===== src/logic/ctrl_pkg.sv =====
package ctrl_pkg;

  // Bus and id widths
  localparam int unsigned DATA_W   = 32;
  localparam int unsigned ADDR_W   = 6;
  localparam int unsigned JOB_ID_W = 8;

  // ACQUIRE responses other than a job id
  localparam logic [DATA_W-1:0] RESP_ALL_CXT_BUSY       = DATA_W'(-1);
  localparam logic [DATA_W-1:0] RESP_ANOTHER_OFFLOADING = DATA_W'(-2);

  localparam logic [DATA_W-1:0] UNKNOWN_RDATA = 32'hdeadbeef;

  // Word address map
  localparam logic [ADDR_W-1:0] ADDR_TRIGGER      = 6'd0;
  localparam logic [ADDR_W-1:0] ADDR_ACQUIRE      = 6'd1;
  localparam logic [ADDR_W-1:0] ADDR_FINISHED     = 6'd2;
  localparam logic [ADDR_W-1:0] ADDR_STATUS       = 6'd3;
  localparam logic [ADDR_W-1:0] ADDR_RUNNING      = 6'd4;
  localparam logic [ADDR_W-1:0] ADDR_SOFTCLEAR    = 6'd5;
  localparam logic [ADDR_W-1:0] ADDR_GENERIC_BASE = 6'd8;
  localparam logic [ADDR_W-1:0] ADDR_IO_BASE      = 6'd16;

  // Saturation value of the finished jobs counter
  localparam int unsigned FINISHED_MAX = 2;

  typedef enum logic [3:0] {
    CLS_TRIGGER,
    CLS_ACQUIRE,
    CLS_FINISHED,
    CLS_STATUS,
    CLS_RUNNING,
    CLS_SOFTCLEAR,
    CLS_GENERIC,
    CLS_IO,
    CLS_UNKNOWN
  } reg_class_e;

  // Width of a context index, at least one bit
  function automatic int unsigned ctx_width(int unsigned n_context);
    return (n_context > 1) ? $clog2(n_context) : 1;
  endfunction

  // Width of a register index inside the generic or I/O class
  function automatic int unsigned idx_width(int unsigned n_io, int unsigned n_gen);
    int unsigned n_max;
    n_max = (n_io > n_gen) ? n_io : n_gen;
    return (n_max > 1) ? $clog2(n_max) : 1;
  endfunction

endpackage

===== src/logic/ctrl_bus_if.sv =====
`timescale 1ns/1ps

interface ctrl_bus_if #(
  parameter int unsigned N_IO_REGS      = 4,
  parameter int unsigned N_GENERIC_REGS = 2
);
  import ctrl_pkg::*;

  localparam int unsigned IDX_W = idx_width(N_IO_REGS, N_GENERIC_REGS);

  logic              req;   // One cycle per bus access
  logic              we;
  reg_class_e        cls;
  logic [IDX_W-1:0]  index; // Offset within generic or I/O class
  logic [DATA_W-1:0] wdata;
  logic [3:0]        be;
  logic [DATA_W-1:0] rdata_job;
  logic [DATA_W-1:0] rdata_param;

  modport master (
    output req, we, cls, index, wdata, be,
    input  rdata_job, rdata_param
  );

  // Each bank drives only its own read data
  modport bank (
    input  req, we, cls, index, wdata, be,
    output rdata_job, rdata_param
  );

endinterface


===== src/logic/wb_ctrl_slave.sv =====
`timescale 1ns/1ps

module wb_ctrl_slave #(
  parameter int unsigned N_IO_REGS      = 4,
  parameter int unsigned N_GENERIC_REGS = 2
) (
  input  logic                        clk_i,
  input  logic                        rst_ni,
  input  logic                        wb_cyc_i,
  input  logic                        wb_stb_i,
  input  logic                        wb_we_i,
  input  logic [ctrl_pkg::ADDR_W-1:0] wb_adr_i,
  input  logic [ctrl_pkg::DATA_W-1:0] wb_dat_i,
  input  logic [3:0]                  wb_sel_i,
  output logic [ctrl_pkg::DATA_W-1:0] wb_dat_o,
  output logic                        wb_ack_o,
  ctrl_bus_if.master                  bus
);
  import ctrl_pkg::*;

  localparam int unsigned IDX_W = idx_width(N_IO_REGS, N_GENERIC_REGS);

  logic              ack_q;
  reg_class_e        cls_q;  // Class of the access being acked
  logic [ADDR_W-1:0] gen_off;
  logic [ADDR_W-1:0] io_off;

  // Hold off a new strobe while the previous one is being acked
  assign bus.req   = wb_cyc_i & wb_stb_i & ~ack_q;
  assign bus.we    = wb_we_i;
  assign bus.wdata = wb_dat_i;
  assign bus.be    = wb_sel_i;

  assign gen_off = wb_adr_i - ADDR_GENERIC_BASE;
  assign io_off  = wb_adr_i - ADDR_IO_BASE;

  always_comb begin
    bus.index = '0;
    case (wb_adr_i)
      ADDR_TRIGGER:   bus.cls = CLS_TRIGGER;
      ADDR_ACQUIRE:   bus.cls = CLS_ACQUIRE;
      ADDR_FINISHED:  bus.cls = CLS_FINISHED;
      ADDR_STATUS:    bus.cls = CLS_STATUS;
      ADDR_RUNNING:   bus.cls = CLS_RUNNING;
      ADDR_SOFTCLEAR: bus.cls = CLS_SOFTCLEAR;
      default: begin
        if (wb_adr_i >= ADDR_IO_BASE && io_off < ADDR_W'(N_IO_REGS)) begin
          bus.cls   = CLS_IO;
          bus.index = IDX_W'(io_off);
        end else if (wb_adr_i >= ADDR_GENERIC_BASE && wb_adr_i < ADDR_IO_BASE &&
                     gen_off < ADDR_W'(N_GENERIC_REGS)) begin
          bus.cls   = CLS_GENERIC;
          bus.index = IDX_W'(gen_off);
        end else begin
          bus.cls = CLS_UNKNOWN; // Holes and registers beyond the configured counts
        end
      end
    endcase
  end

  always_ff @(posedge clk_i or negedge rst_ni) begin
    if (!rst_ni) begin
      ack_q <= 1'b0;
      cls_q <= CLS_UNKNOWN;
    end else begin
      ack_q <= bus.req;
      if (bus.req) cls_q <= bus.cls;
    end
  end

  assign wb_ack_o = ack_q;

  // Banks registered their data at the end of the req cycle
  always_comb begin
    case (cls_q)
      CLS_TRIGGER, CLS_ACQUIRE, CLS_FINISHED,
      CLS_STATUS, CLS_RUNNING, CLS_SOFTCLEAR: wb_dat_o = bus.rdata_job;
      CLS_GENERIC, CLS_IO:                    wb_dat_o = bus.rdata_param;
      default:                                wb_dat_o = UNKNOWN_RDATA;
    endcase
  end

  a_single_ack: assert property (@(posedge clk_i) disable iff (!rst_ni)
    wb_ack_o |=> !wb_ack_o);

endmodule


===== src/flat_wrapper.sv =====
// flat-port wrapper written by rule: the top's interface ports become plain ports
module wb_ctrl_slave_flat import ctrl_pkg::*;
#(
  parameter int unsigned N_IO_REGS      = 4,
  parameter int unsigned N_GENERIC_REGS = 2
)
  (clk_i, rst_ni, wb_cyc_i, wb_stb_i, wb_we_i, wb_adr_i, wb_dat_i, wb_sel_i, wb_dat_o, wb_ack_o, bus_req, bus_we, bus_cls, bus_index, bus_wdata, bus_be, bus_rdata_job, bus_rdata_param);
  ctrl_bus_if #(.N_IO_REGS(N_IO_REGS), .N_GENERIC_REGS(N_GENERIC_REGS)) bus_i ();
  input  logic clk_i;
  input  logic rst_ni;
  input  logic wb_cyc_i;
  input  logic wb_stb_i;
  input  logic wb_we_i;
  input  logic [ctrl_pkg::ADDR_W-1:0] wb_adr_i;
  input  logic [ctrl_pkg::DATA_W-1:0] wb_dat_i;
  input  logic [3:0] wb_sel_i;
  output logic [ctrl_pkg::DATA_W-1:0] wb_dat_o;
  output logic wb_ack_o;
  output wire logic [$bits(bus_i.req)-1:0] bus_req;
  output wire logic [$bits(bus_i.we)-1:0] bus_we;
  output wire logic [$bits(bus_i.cls)-1:0] bus_cls;
  output wire logic [$bits(bus_i.index)-1:0] bus_index;
  output wire logic [$bits(bus_i.wdata)-1:0] bus_wdata;
  output wire logic [$bits(bus_i.be)-1:0] bus_be;
  input wire logic [$bits(bus_i.rdata_job)-1:0] bus_rdata_job;
  input wire logic [$bits(bus_i.rdata_param)-1:0] bus_rdata_param;
  assign bus_req = bus_i.req;
  assign bus_we = bus_i.we;
  assign bus_cls = bus_i.cls;
  assign bus_index = bus_i.index;
  assign bus_wdata = bus_i.wdata;
  assign bus_be = bus_i.be;
  assign bus_i.rdata_job = bus_rdata_job;
  assign bus_i.rdata_param = bus_rdata_param;
  wb_ctrl_slave #(.N_IO_REGS(N_IO_REGS), .N_GENERIC_REGS(N_GENERIC_REGS)) u_core (.clk_i(clk_i), .rst_ni(rst_ni), .wb_cyc_i(wb_cyc_i), .wb_stb_i(wb_stb_i), .wb_we_i(wb_we_i), .wb_adr_i(wb_adr_i), .wb_dat_i(wb_dat_i), .wb_sel_i(wb_sel_i), .wb_dat_o(wb_dat_o), .wb_ack_o(wb_ack_o), .bus(bus_i));
endmodule

===== config.mk =====
export PLATFORM = sky130hd
export DESIGN_NAME = wb_ctrl_slave_flat
export DESIGN_NICKNAME = d
export VERILOG_FILES = /design/src/logic/ctrl_pkg.sv /design/src/logic/ctrl_bus_if.sv /design/src/logic/wb_ctrl_slave.sv /design/src/flat_wrapper.sv
export SDC_FILE = /design/constraint.sdc
export NUM_CORES = 1
export LEC_CHECK = 0
export ABC_AREA = 1
export BUFFER_PORTS_ARGS = -buffer_cell sky130_fd_sc_hd__clkbuf_2
export CAP_MARGIN = 20
export CELL_PAD_IN_SITES_DETAIL_PLACEMENT = 0
export CELL_PAD_IN_SITES_GLOBAL_PLACEMENT = 1
export CORE_ASPECT_RATIO = 0.6
export CORE_UTILIZATION = 15
export CTS_BUF_LIST = sky130_fd_sc_hd__clkbuf_16
export DETAILED_ROUTE_END_ITERATION = 8
export PLACE_DENSITY_LB_ADDON = 0.12
export SYNTH_ARGS = -nofsm -noshare
export SYNTH_HDL_FRONTEND = slang
export SYNTH_SLANG_ARGS = --single-unit

===== constraint.sdc =====
create_clock -name clk_i -period 1.9 [get_ports clk_i]
set_clock_uncertainty 0.15 [all_clocks]
set_input_delay 0.095 -clock clk_i [delete_from_list [all_inputs] [get_ports clk_i]]
set_output_delay 0.095 -clock clk_i [all_outputs]
set_load 0.01 [all_outputs]

# [Word-level counts from Yosys, hierarchy flattened]
# Index checks and enable logic that the tools add are counted.
# Widths: inputs -> output; s select.
[totals] reg_bits=5 in_bits=111 out_inout_bits=77
[classes] addsub=2 order_cmp=5 n_eq_ne=12 n_mux=7 bitwise_logic=3 n_reduce_logical=8
[ops] op="$pmux 32 s2" count=1
[ops] op="$pmux 4 s6" count=1
[ops] op="$eq 4x3->1 const B" count=4
[ops] op="$eq 6x2->1 const B" count=2
[ops] op="$eq 6x3->1 const B" count=2
[ops] op="$reduce_or 6->1" count=2
[ops] op="$eq 4x2->1 const B" count=2
[ops] op="$mux 4" count=2
[ops] op="$eq 6x1->1 const B" count=1
[ops] op="$ge 6x4->1 const B" count=1
[ops] op="$ge 6x5->1 const B" count=1
[ops] op="$logic_not 6->1" count=1
[ops] op="$lt 6x2->1 const B" count=1
[ops] op="$lt 6x3->1 const B" count=1
[ops] op="$lt 6x5->1 const B" count=1
[ops] op="$mux 2" count=3
[ops] op="$sub 6x4->6 const B" count=1
[ops] op="$sub 6x5->6 const B" count=1
[ops] op="$eq 4x1->1 const B" count=1
[ops] op="$logic_not 4->1" count=1
[ops] op="$logic_and 1x1->1" count=3
[ops] op="$and 1x1->1" count=2
[ops] op="$reduce_or 2->1" count=1
[ops] op="$not 1->1" count=1

# [Longest topological paths before layout]
# Gate-level depths: netlist (run 1).
[depth] word_depth=6 depth_mapped=9

# [Worst setup path before layout (run 1)]
# Ideal clock, no wire load.
[synth_path] kind="register to output" from="register u_core.cls_q[3]" to="output wb_dat_o[0] (netlist name)" arrival_time_ns=1.029 setup_slack_ns=0.626 stages_incl_launch_ff=5 path_buffers=1 path_cell_list="dfstp_2 > inv_2 > nand2_4 > buf_6 > o22a_1"
[synth_between] elab_chain_len=3
[synth_rtl] item="start, declared" line="wb_ctrl_slave.sv:24" rtl="reg_class_e cls_q;"
[synth_rtl] item="start signal, assigned" line="wb_ctrl_slave.sv:67" rtl="if (bus.req) cls_q <= bus.cls;"
[synth_rtl] item="$eq 4x1->1, or another cell as far along" line="wb_ctrl_slave.sv:75" rtl="case (cls_q)"
[synth_rtl] item="$reduce_or 6->1 / $reduce_or 2->1 (equally long branches)" line="wb_ctrl_slave.sv:75"
[synth_rtl] item="$pmux 32 s2 *" line="wb_ctrl_slave.sv:75"
[synth_rtl] item="end, declared" line="flat_wrapper.sv:17" rtl="output logic [ctrl_pkg::DATA_W-1:0] wb_dat_o;"
# Every way passes the cells marked *; elsewhere a longest branch is shown, timed or not.

# [Final worst setup path (run 1)]
[layout_path] from="register u_core.cls_q[3]" to="output wb_dat_o[29] (netlist name)"
# The elaborated chain is that of the path after synthesis.

==> impl_metrics.csv, run 1 <==
group,metric,value,unit
yosys,synth.cell_area,976,sq um
outcome,violations,"negative hold slack",
drt,drt_pass1_iterations,4,
floorplan,ios,188,
clock_tree,cts_max_level,1,
worst_setup_path,cp_common_cell,"inv_2",
placement,place.gp.congestion,0.733,
pwr,finalPower,825,uW
floorplan,initial_core_util,15.8,%
clock_tree,cts-root-buf,"clkbuf_16",
pwr,power.leakage,0.000807,uW
outcome,outcome,"finished, violations left",
grt,grt_first_pass_wirelength,5750,um
yosys,ys_types,23,
yosys,synth_compound_area_share,30.1,%
timing,final-hold-violation-count,1,
grt,antenna_found_initial,0,
placement,io_buffers,113,
yosys,ys_ff_latch,4,
worst_setup_path,crit_path_top_delay_cell,"dfstp_2",
placement,post-dp-hpwl,3340,um
hold_path,min_path_type,"primary input to flop",
yosys,synth_fa_ha_area_share,1.28,%
timing,tns,0,ns
worst_setup_path,required,1.65,ns
worst_setup_path,path_class,"flop to primary output",
drt,via_count,1126,
cells_and_area,syn_to_final_growth,46.5,%
yosys,syn-instance-count,127,
clock_tree,cts_buffers,3,
timing,timing.final.crit_share,94.4,%
clock_tree,clock_latency,0.23,ns
worst_setup_path,worst_setup_path_start_kind,"flop",
cells_and_area,drive_above_1_share,65.5,%
drt,ant_nets,0,
drt,via_per_inst,3.88,
yosys,synth_xor_area_share,0,%
clock_tree,cts.sinks,4,
worst_setup_path,path_cells,"inv_2 -> nand2_4 -> inv_2 -> a22o_1 -> clkbuf_2",
timing,timing.fmax,0.558,GHz
yosys,avgSynthCellArea,7.68,sq um
clock_tree,clk_pin_slew,0.03,ns
worst_setup_path,arrival,1.55,ns
floorplan,die_w,106,um
clock_tree,cts_buffer_depth,2,
worst_setup_path,endpoint_kind,"primary output",
timing,max_slew_margin,82.1,%
grt,gr-usage-all-layers,11.0,%
cells_and_area,final_cell_mix,"113 x clkbuf_2, 24 x o22a_1, 15 x nand2_1",
yosys,synthSimpleGateAreaFrac,20.6,%
yosys,synth_seq_area_share,10.4,%
timing,whs,-0.00609,ns
timing,slew_violations,0,
floorplan,die_y,64.5,um
yosys,synth_fp_nets,239,
timing,post-route-min-period,1.79,ns
drt,drtIter0Drc,32,
worst_setup_path,crit_fanout,21,
cells_and_area,final_common_cell,"clkbuf_2",
drt,drc,0,
yosys,synthMuxAreaShare,0,%
worst_setup_path,cp_slowest_stage_delay,0.59,ns
floorplan,core,6190,sq um
grt,first_global_vias,1101,
cells_and_area,nets,319,
floorplan,dieArea,6840,sq um
cells_and_area,n_antenna_cell,0,
yosys,ys_warn_count,0,
placement,dp_cells,284,
cells_and_area,finalNonFillerCells,290,
timing,rsz0062_at_grt,"false",
timing,worstMarginPinSlew,0.269,ns
pwr,peakVddDrop,0.207,mV
drt,wl_per_cell,13.5,um
run,cap_violations,0,
drt,wl,3920,um
grt,grt.overflow.total,0,
pwr,p_per_area,577,nW/um^2
clock_tree,cts_tree,"done",
timing,setup_viol,0,
floorplan,rows,22,
yosys,synth_top_family_by_area,"buffers and inverters",
grt,grt_max_degree,25,
cells_and_area,final_util,23.1,%
## report_power, final
| part | total, uW | internal [uW] | switching (uW) |
|---|---|---|---|
| clock network | 336 | 272 | 63.8 |
| logic | 382 | 189 | 193 |
| registers | 107 | 97.0 | 10.2 |
| total | 825 | 558 | 267 |
## worst max-delay path, delay by kind of cell (launching register included)
family	cells	cell delay (ns)
AOI/OAI and AO/OA	1	0.20
buffers and inverters	3	0.32
DFF	1	0.59
and+or+nand+nor	1	0.22
## timing repair
| action | in CTS | in global routing |
|---|---|---|
| hold endpoints to repair | 5 | 0 |
| hold buffers | 2 | 0 |
| buffers inserted | 0 | 0 |
| resized for setup | 0 | 0 |
## state kept, by name, summed over array words and instances, names as in the netlist
register / cells
u_core.cls_q: 3
u_core.wb_ack_o: 1
## path summary, 6_finish.rpt
check                                startpoint               to  slack [ns]  depth (start not counted)
worst min-delay path                   wb_cyc_i  u_core.wb_ack_o      -0.006                          3
worst max register to register  u_core.wb_ack_o  u_core.cls_q[2]        0.76                          4
worst min register to register  u_core.wb_ack_o  u_core.wb_ack_o        0.33                          1
worst max-delay path            u_core.cls_q[3]     wb_dat_o[29]        0.11                          5
max in group asynchronous                rst_ni  u_core.cls_q[3]        1.32                          2
min in group asynchronous                rst_ni  u_core.cls_q[1]        0.06                          2
## metrics by stage
stage          setup slack, ns  area [sq um]
2_1_floorplan            0.626           976
6_report                 0.106          1430
5_1_grt                 0.0297          1430
3_3_place_gp             0.339          1330
4_1_cts                  0.101          1430
3_5_place_dp             0.343          1330
## per-layer routing
metal | vias to the layer above | part of all wire (%) | GRT usage [%]
li1 | 560 | - | -
met1 | 495 | 37 | 12.0
met2 | 34 | 51 | 17.8
met3 | 37 | 4.8 | 2.31
met4 | 0 | 6.3 | 10.8
met5 | - | 0 | 0
## area by class of cell
class,instances,area [sq um]
multi-input cells,71,508
flip-flops and latches,4,101
clock inverters,1,3.75
fillers,709,4760
repair buffers,116,593
clock buffers,3,75.1
inverters,11,43.8
well taps,84,105
## cell usage after synthesis
cell	instances	share of area, %
a21oi_1	1	0.51
a22o_1	8	7.2
buf_4	37	28
buf_6	4	4.6
clkinv_1	1	0.38
dfrtp_1	3	7.7
dfstp_2	1	2.7
ha_1	1	1.3
inv_1	5	1.9
inv_2	4	1.5
inv_4	1	0.64
nand2_1	15	5.8
nand2_2	3	1.9
nand2_4	1	1.2
nand3_1	3	1.5
nand4_1	1	0.64
nor2_1	5	1.9
nor2_2	4	2.6
nor2_4	2	2.3
nor2_8	1	2.1
nor3b_1	1	0.77
o21ai_2	1	0.90
o22a_1	24	22
## logic make-up (layout without fill, tap and decap cells)
kind of cell    after synthesis  in the layout
simple gates                 36             36
compound gates               34             34
flops                         4              4
buf+inv                      52            131
fa+ha+maj                     1              1
Note: power is estimated with default switching activity, not from simulation.
==> run 2, diff against run 1 <==
--- a/config.mk
+++ b/config.mk
@@ -7,13 +7,14 @@
 export LEC_CHECK = 0
 export ABC_AREA = 1
 export BUFFER_PORTS_ARGS = -buffer_cell sky130_fd_sc_hd__clkbuf_2
-export CAP_MARGIN = 20
+export CAP_MARGIN = 25
 export CELL_PAD_IN_SITES_DETAIL_PLACEMENT = 0
 export CELL_PAD_IN_SITES_GLOBAL_PLACEMENT = 1
 export CORE_ASPECT_RATIO = 0.6
-export CORE_UTILIZATION = 15
+export CORE_UTILIZATION = 13
 export CTS_BUF_LIST = sky130_fd_sc_hd__clkbuf_16
 export DETAILED_ROUTE_END_ITERATION = 8
+export HOLD_SLACK_MARGIN = 0.12
 export PLACE_DENSITY_LB_ADDON = 0.12
 export SYNTH_ARGS = -nofsm -noshare
 export SYNTH_HDL_FRONTEND = slang
==> constraint.sdc (replaced) <==
create_clock -name clk_i -period 1.51 [get_ports clk_i]
set_clock_uncertainty 0.15 [all_clocks]
set_input_delay 0.0755 -clock clk_i [delete_from_list [all_inputs] [get_ports clk_i]]
set_output_delay 0.0755 -clock clk_i [all_outputs]
set_load 0.01 [all_outputs]
==> impl_metrics.csv, run 2 (synthesis gave the netlist of run 1 again) <==
group,metric,value,unit
outcome,outcome,"finished, violations left",
outcome,violations,"negative setup slack",
clock_tree,clk_pin_slew,0.03,ns
cells_and_area,syn_to_final_growth,98.7,%
hold_path,min_path_type,"primary input to flop",
placement,io_buffers,113,
worst_setup_path,path_class,"flop to primary output",
floorplan,ios,188,
drt,via_count,1293,
clock_tree,cts_max_level,1,
cells_and_area,n_antenna_cell,0,
run,cap_violations,0,
pwr,power.leakage,0.00102,uW
grt,antenna_found_initial,0,
timing,whs,0.129,ns
floorplan,die_y,69.1,um
worst_setup_path,arrival,1.36,ns
timing,max_slew_margin,81.4,%
worst_setup_path,crit_fanout,11,
cells_and_area,final_common_cell,"clkbuf_2",
floorplan,rows,24,
drt,drtIter0Drc,24,
pwr,p_int,834,uW
drt,wl_per_cell,11.6,um
placement,place.gp.congestion,0.665,
pwr,p_per_area,634,nW/um^2
clock_tree,cts-root-buf,"clkbuf_16",
grt,grt.overflow.total,0,
grt,grt_max_degree,25,
timing,slew_violations,0,
timing,fin_ws,-0.0776,ns
cells_and_area,nets,361,
floorplan,dieArea,7870,sq um
pwr,pwr-share-seq,10.9,%
drt,ant_nets,0,
worst_setup_path,endpoint_kind,"primary output",
pwr,switching_share,32.1,%
grt,gr-usage-all-layers,10.1,%
timing,rsz0062_at_grt,"true",
timing,setup_viol,32,
cells_and_area,fill_cells,814,
clock_tree,cts_buffers,3,
grt,first_global_vias,1212,
floorplan,initial_core_util,13.4,%
cells_and_area,drive_above_1_share,55.6,%
cells_and_area,largest_reg_flops,3,
clock_tree,cts_buffer_depth,2,
drt,wl,4080,um
pwr,p_switching,395,uW
worst_setup_path,required,1.28,ns
timing,post-route-min-period,1.59,ns
pwr,clkPwrFrac,33.8,%
clock_tree,clock_latency,0.22,ns
drt,via_per_inst,3.67,
grt,grt_first_pass_wirelength,6270,um
clock_tree,cts.sinks,4,
placement,post-dp-hpwl,3330,um
worst_setup_path,r2r_slack,0.34,ns
pwr,peakVddDrop,0.233,mV
timing,worstMarginPinSlew,0.278,ns
timing,final-hold-violation-count,0,
clock_tree,cts_tree,"done",
cells_and_area,top_register,"u_core.cls_q",
timing,tns,-1.72,ns
timing,timing.final.crit_share,105,%
pwr,p_comb_share,55.3,%
timing,timing.fmax,0.630,GHz
drt,drt_pass1_iterations,4,
floorplan,core,7270,sq um
worst_setup_path,worst_setup_path_start_kind,"flop",
floorplan,die_w,114,um
cells_and_area,final_cell_mix,"112 x clkbuf_2, 41 x dlygate4sd3_1, 24 x o22a_1",
drt,drc,0,
-- run 2: timing repair --
action                                  CTS  global route
gates resized for setup                   7             2
cloned                                    1             0
endpoints found under the setup margin   32            32
setup buffers                             2             0
endpoints found under the hold margin    45             0
hold buffers                             41             0
pin swaps                                 1             0
-- run 2: worst paths after layout --
| path | startpoint | depth (start not counted) | end |
|---|---|---|---|
| worst max-delay path | u_core.cls_q[3] | 5 | wb_dat_o[7] |
| worst max register to register | u_core.wb_ack_o | 4 | u_core.cls_q[2] |
| worst min-delay path | wb_adr_i[2] | 5 | u_core.cls_q[2] |
| max in group asynchronous | rst_ni | 3 | u_core.cls_q[2] |
| min in group asynchronous | rst_ni | 2 | u_core.cls_q[3] |
| worst min register to register | u_core.cls_q[3] | 2 | u_core.cls_q[3] |
-- run 2: layout make-up --
cell class	count	area (sq um)	share of cell area, %
inverter	11	56.3	2.90
clock inverter	1	3.75	0.194
clock buffer	3	75.1	3.87
sequential	4	101	5.23
multi-input combinational	71	522	26.9
timing repair buffer	158	1050	54.2
tap	104	130	6.71
-- run 2: routing by layer --
| layer | global-route usage [%] | wire, um |
|---|---|---|
| met1 | 12.4 | 1730 |
| met2 | 18.6 | 2060 |
| met3 | 1.85 | 267 |
| met4 | 1.30 | 12 |
| met5 | 0 | 0 |
-- run 2: power groups by stage --
| stage | Clock [uW] | Combinational [uW] | Sequential, uW |
|---|---|---|---|
| after floorplan | 0 | 362 | 136 |
| after global placement | 0 | 512 | 137 |
| after detailed placement | 0 | 495 | 137 |
| after CTS | 420 | 687 | 134 |
| after global routing | 438 | 739 | 136 |
| final | 415 | 680 | 134 |
-- run 2: worst max-delay path, cell delays in order, from the launching register on --
cell and delay (ns):
dfstp_2 0.56, inv_2 0.07, nand2_8 0.11, buf_12 0.14, o22a_1 0.13, clkbuf_2 0.13
-- run 2: metrics by stage --
step	power [uW]	cells	util (%)	instance area, sq um	worst slack, ns
after floorplan	498	127	-	976	0.255
after global placement	649	304	18.8	1370	0.0832
after detailed placement	632	304	18.8	1370	0.105
after CTS	1240	352	26.7	1940	-0.0855
after global routing	1310	352	26.7	1940	-0.137
final	1230	352	26.7	1940	-0.0776
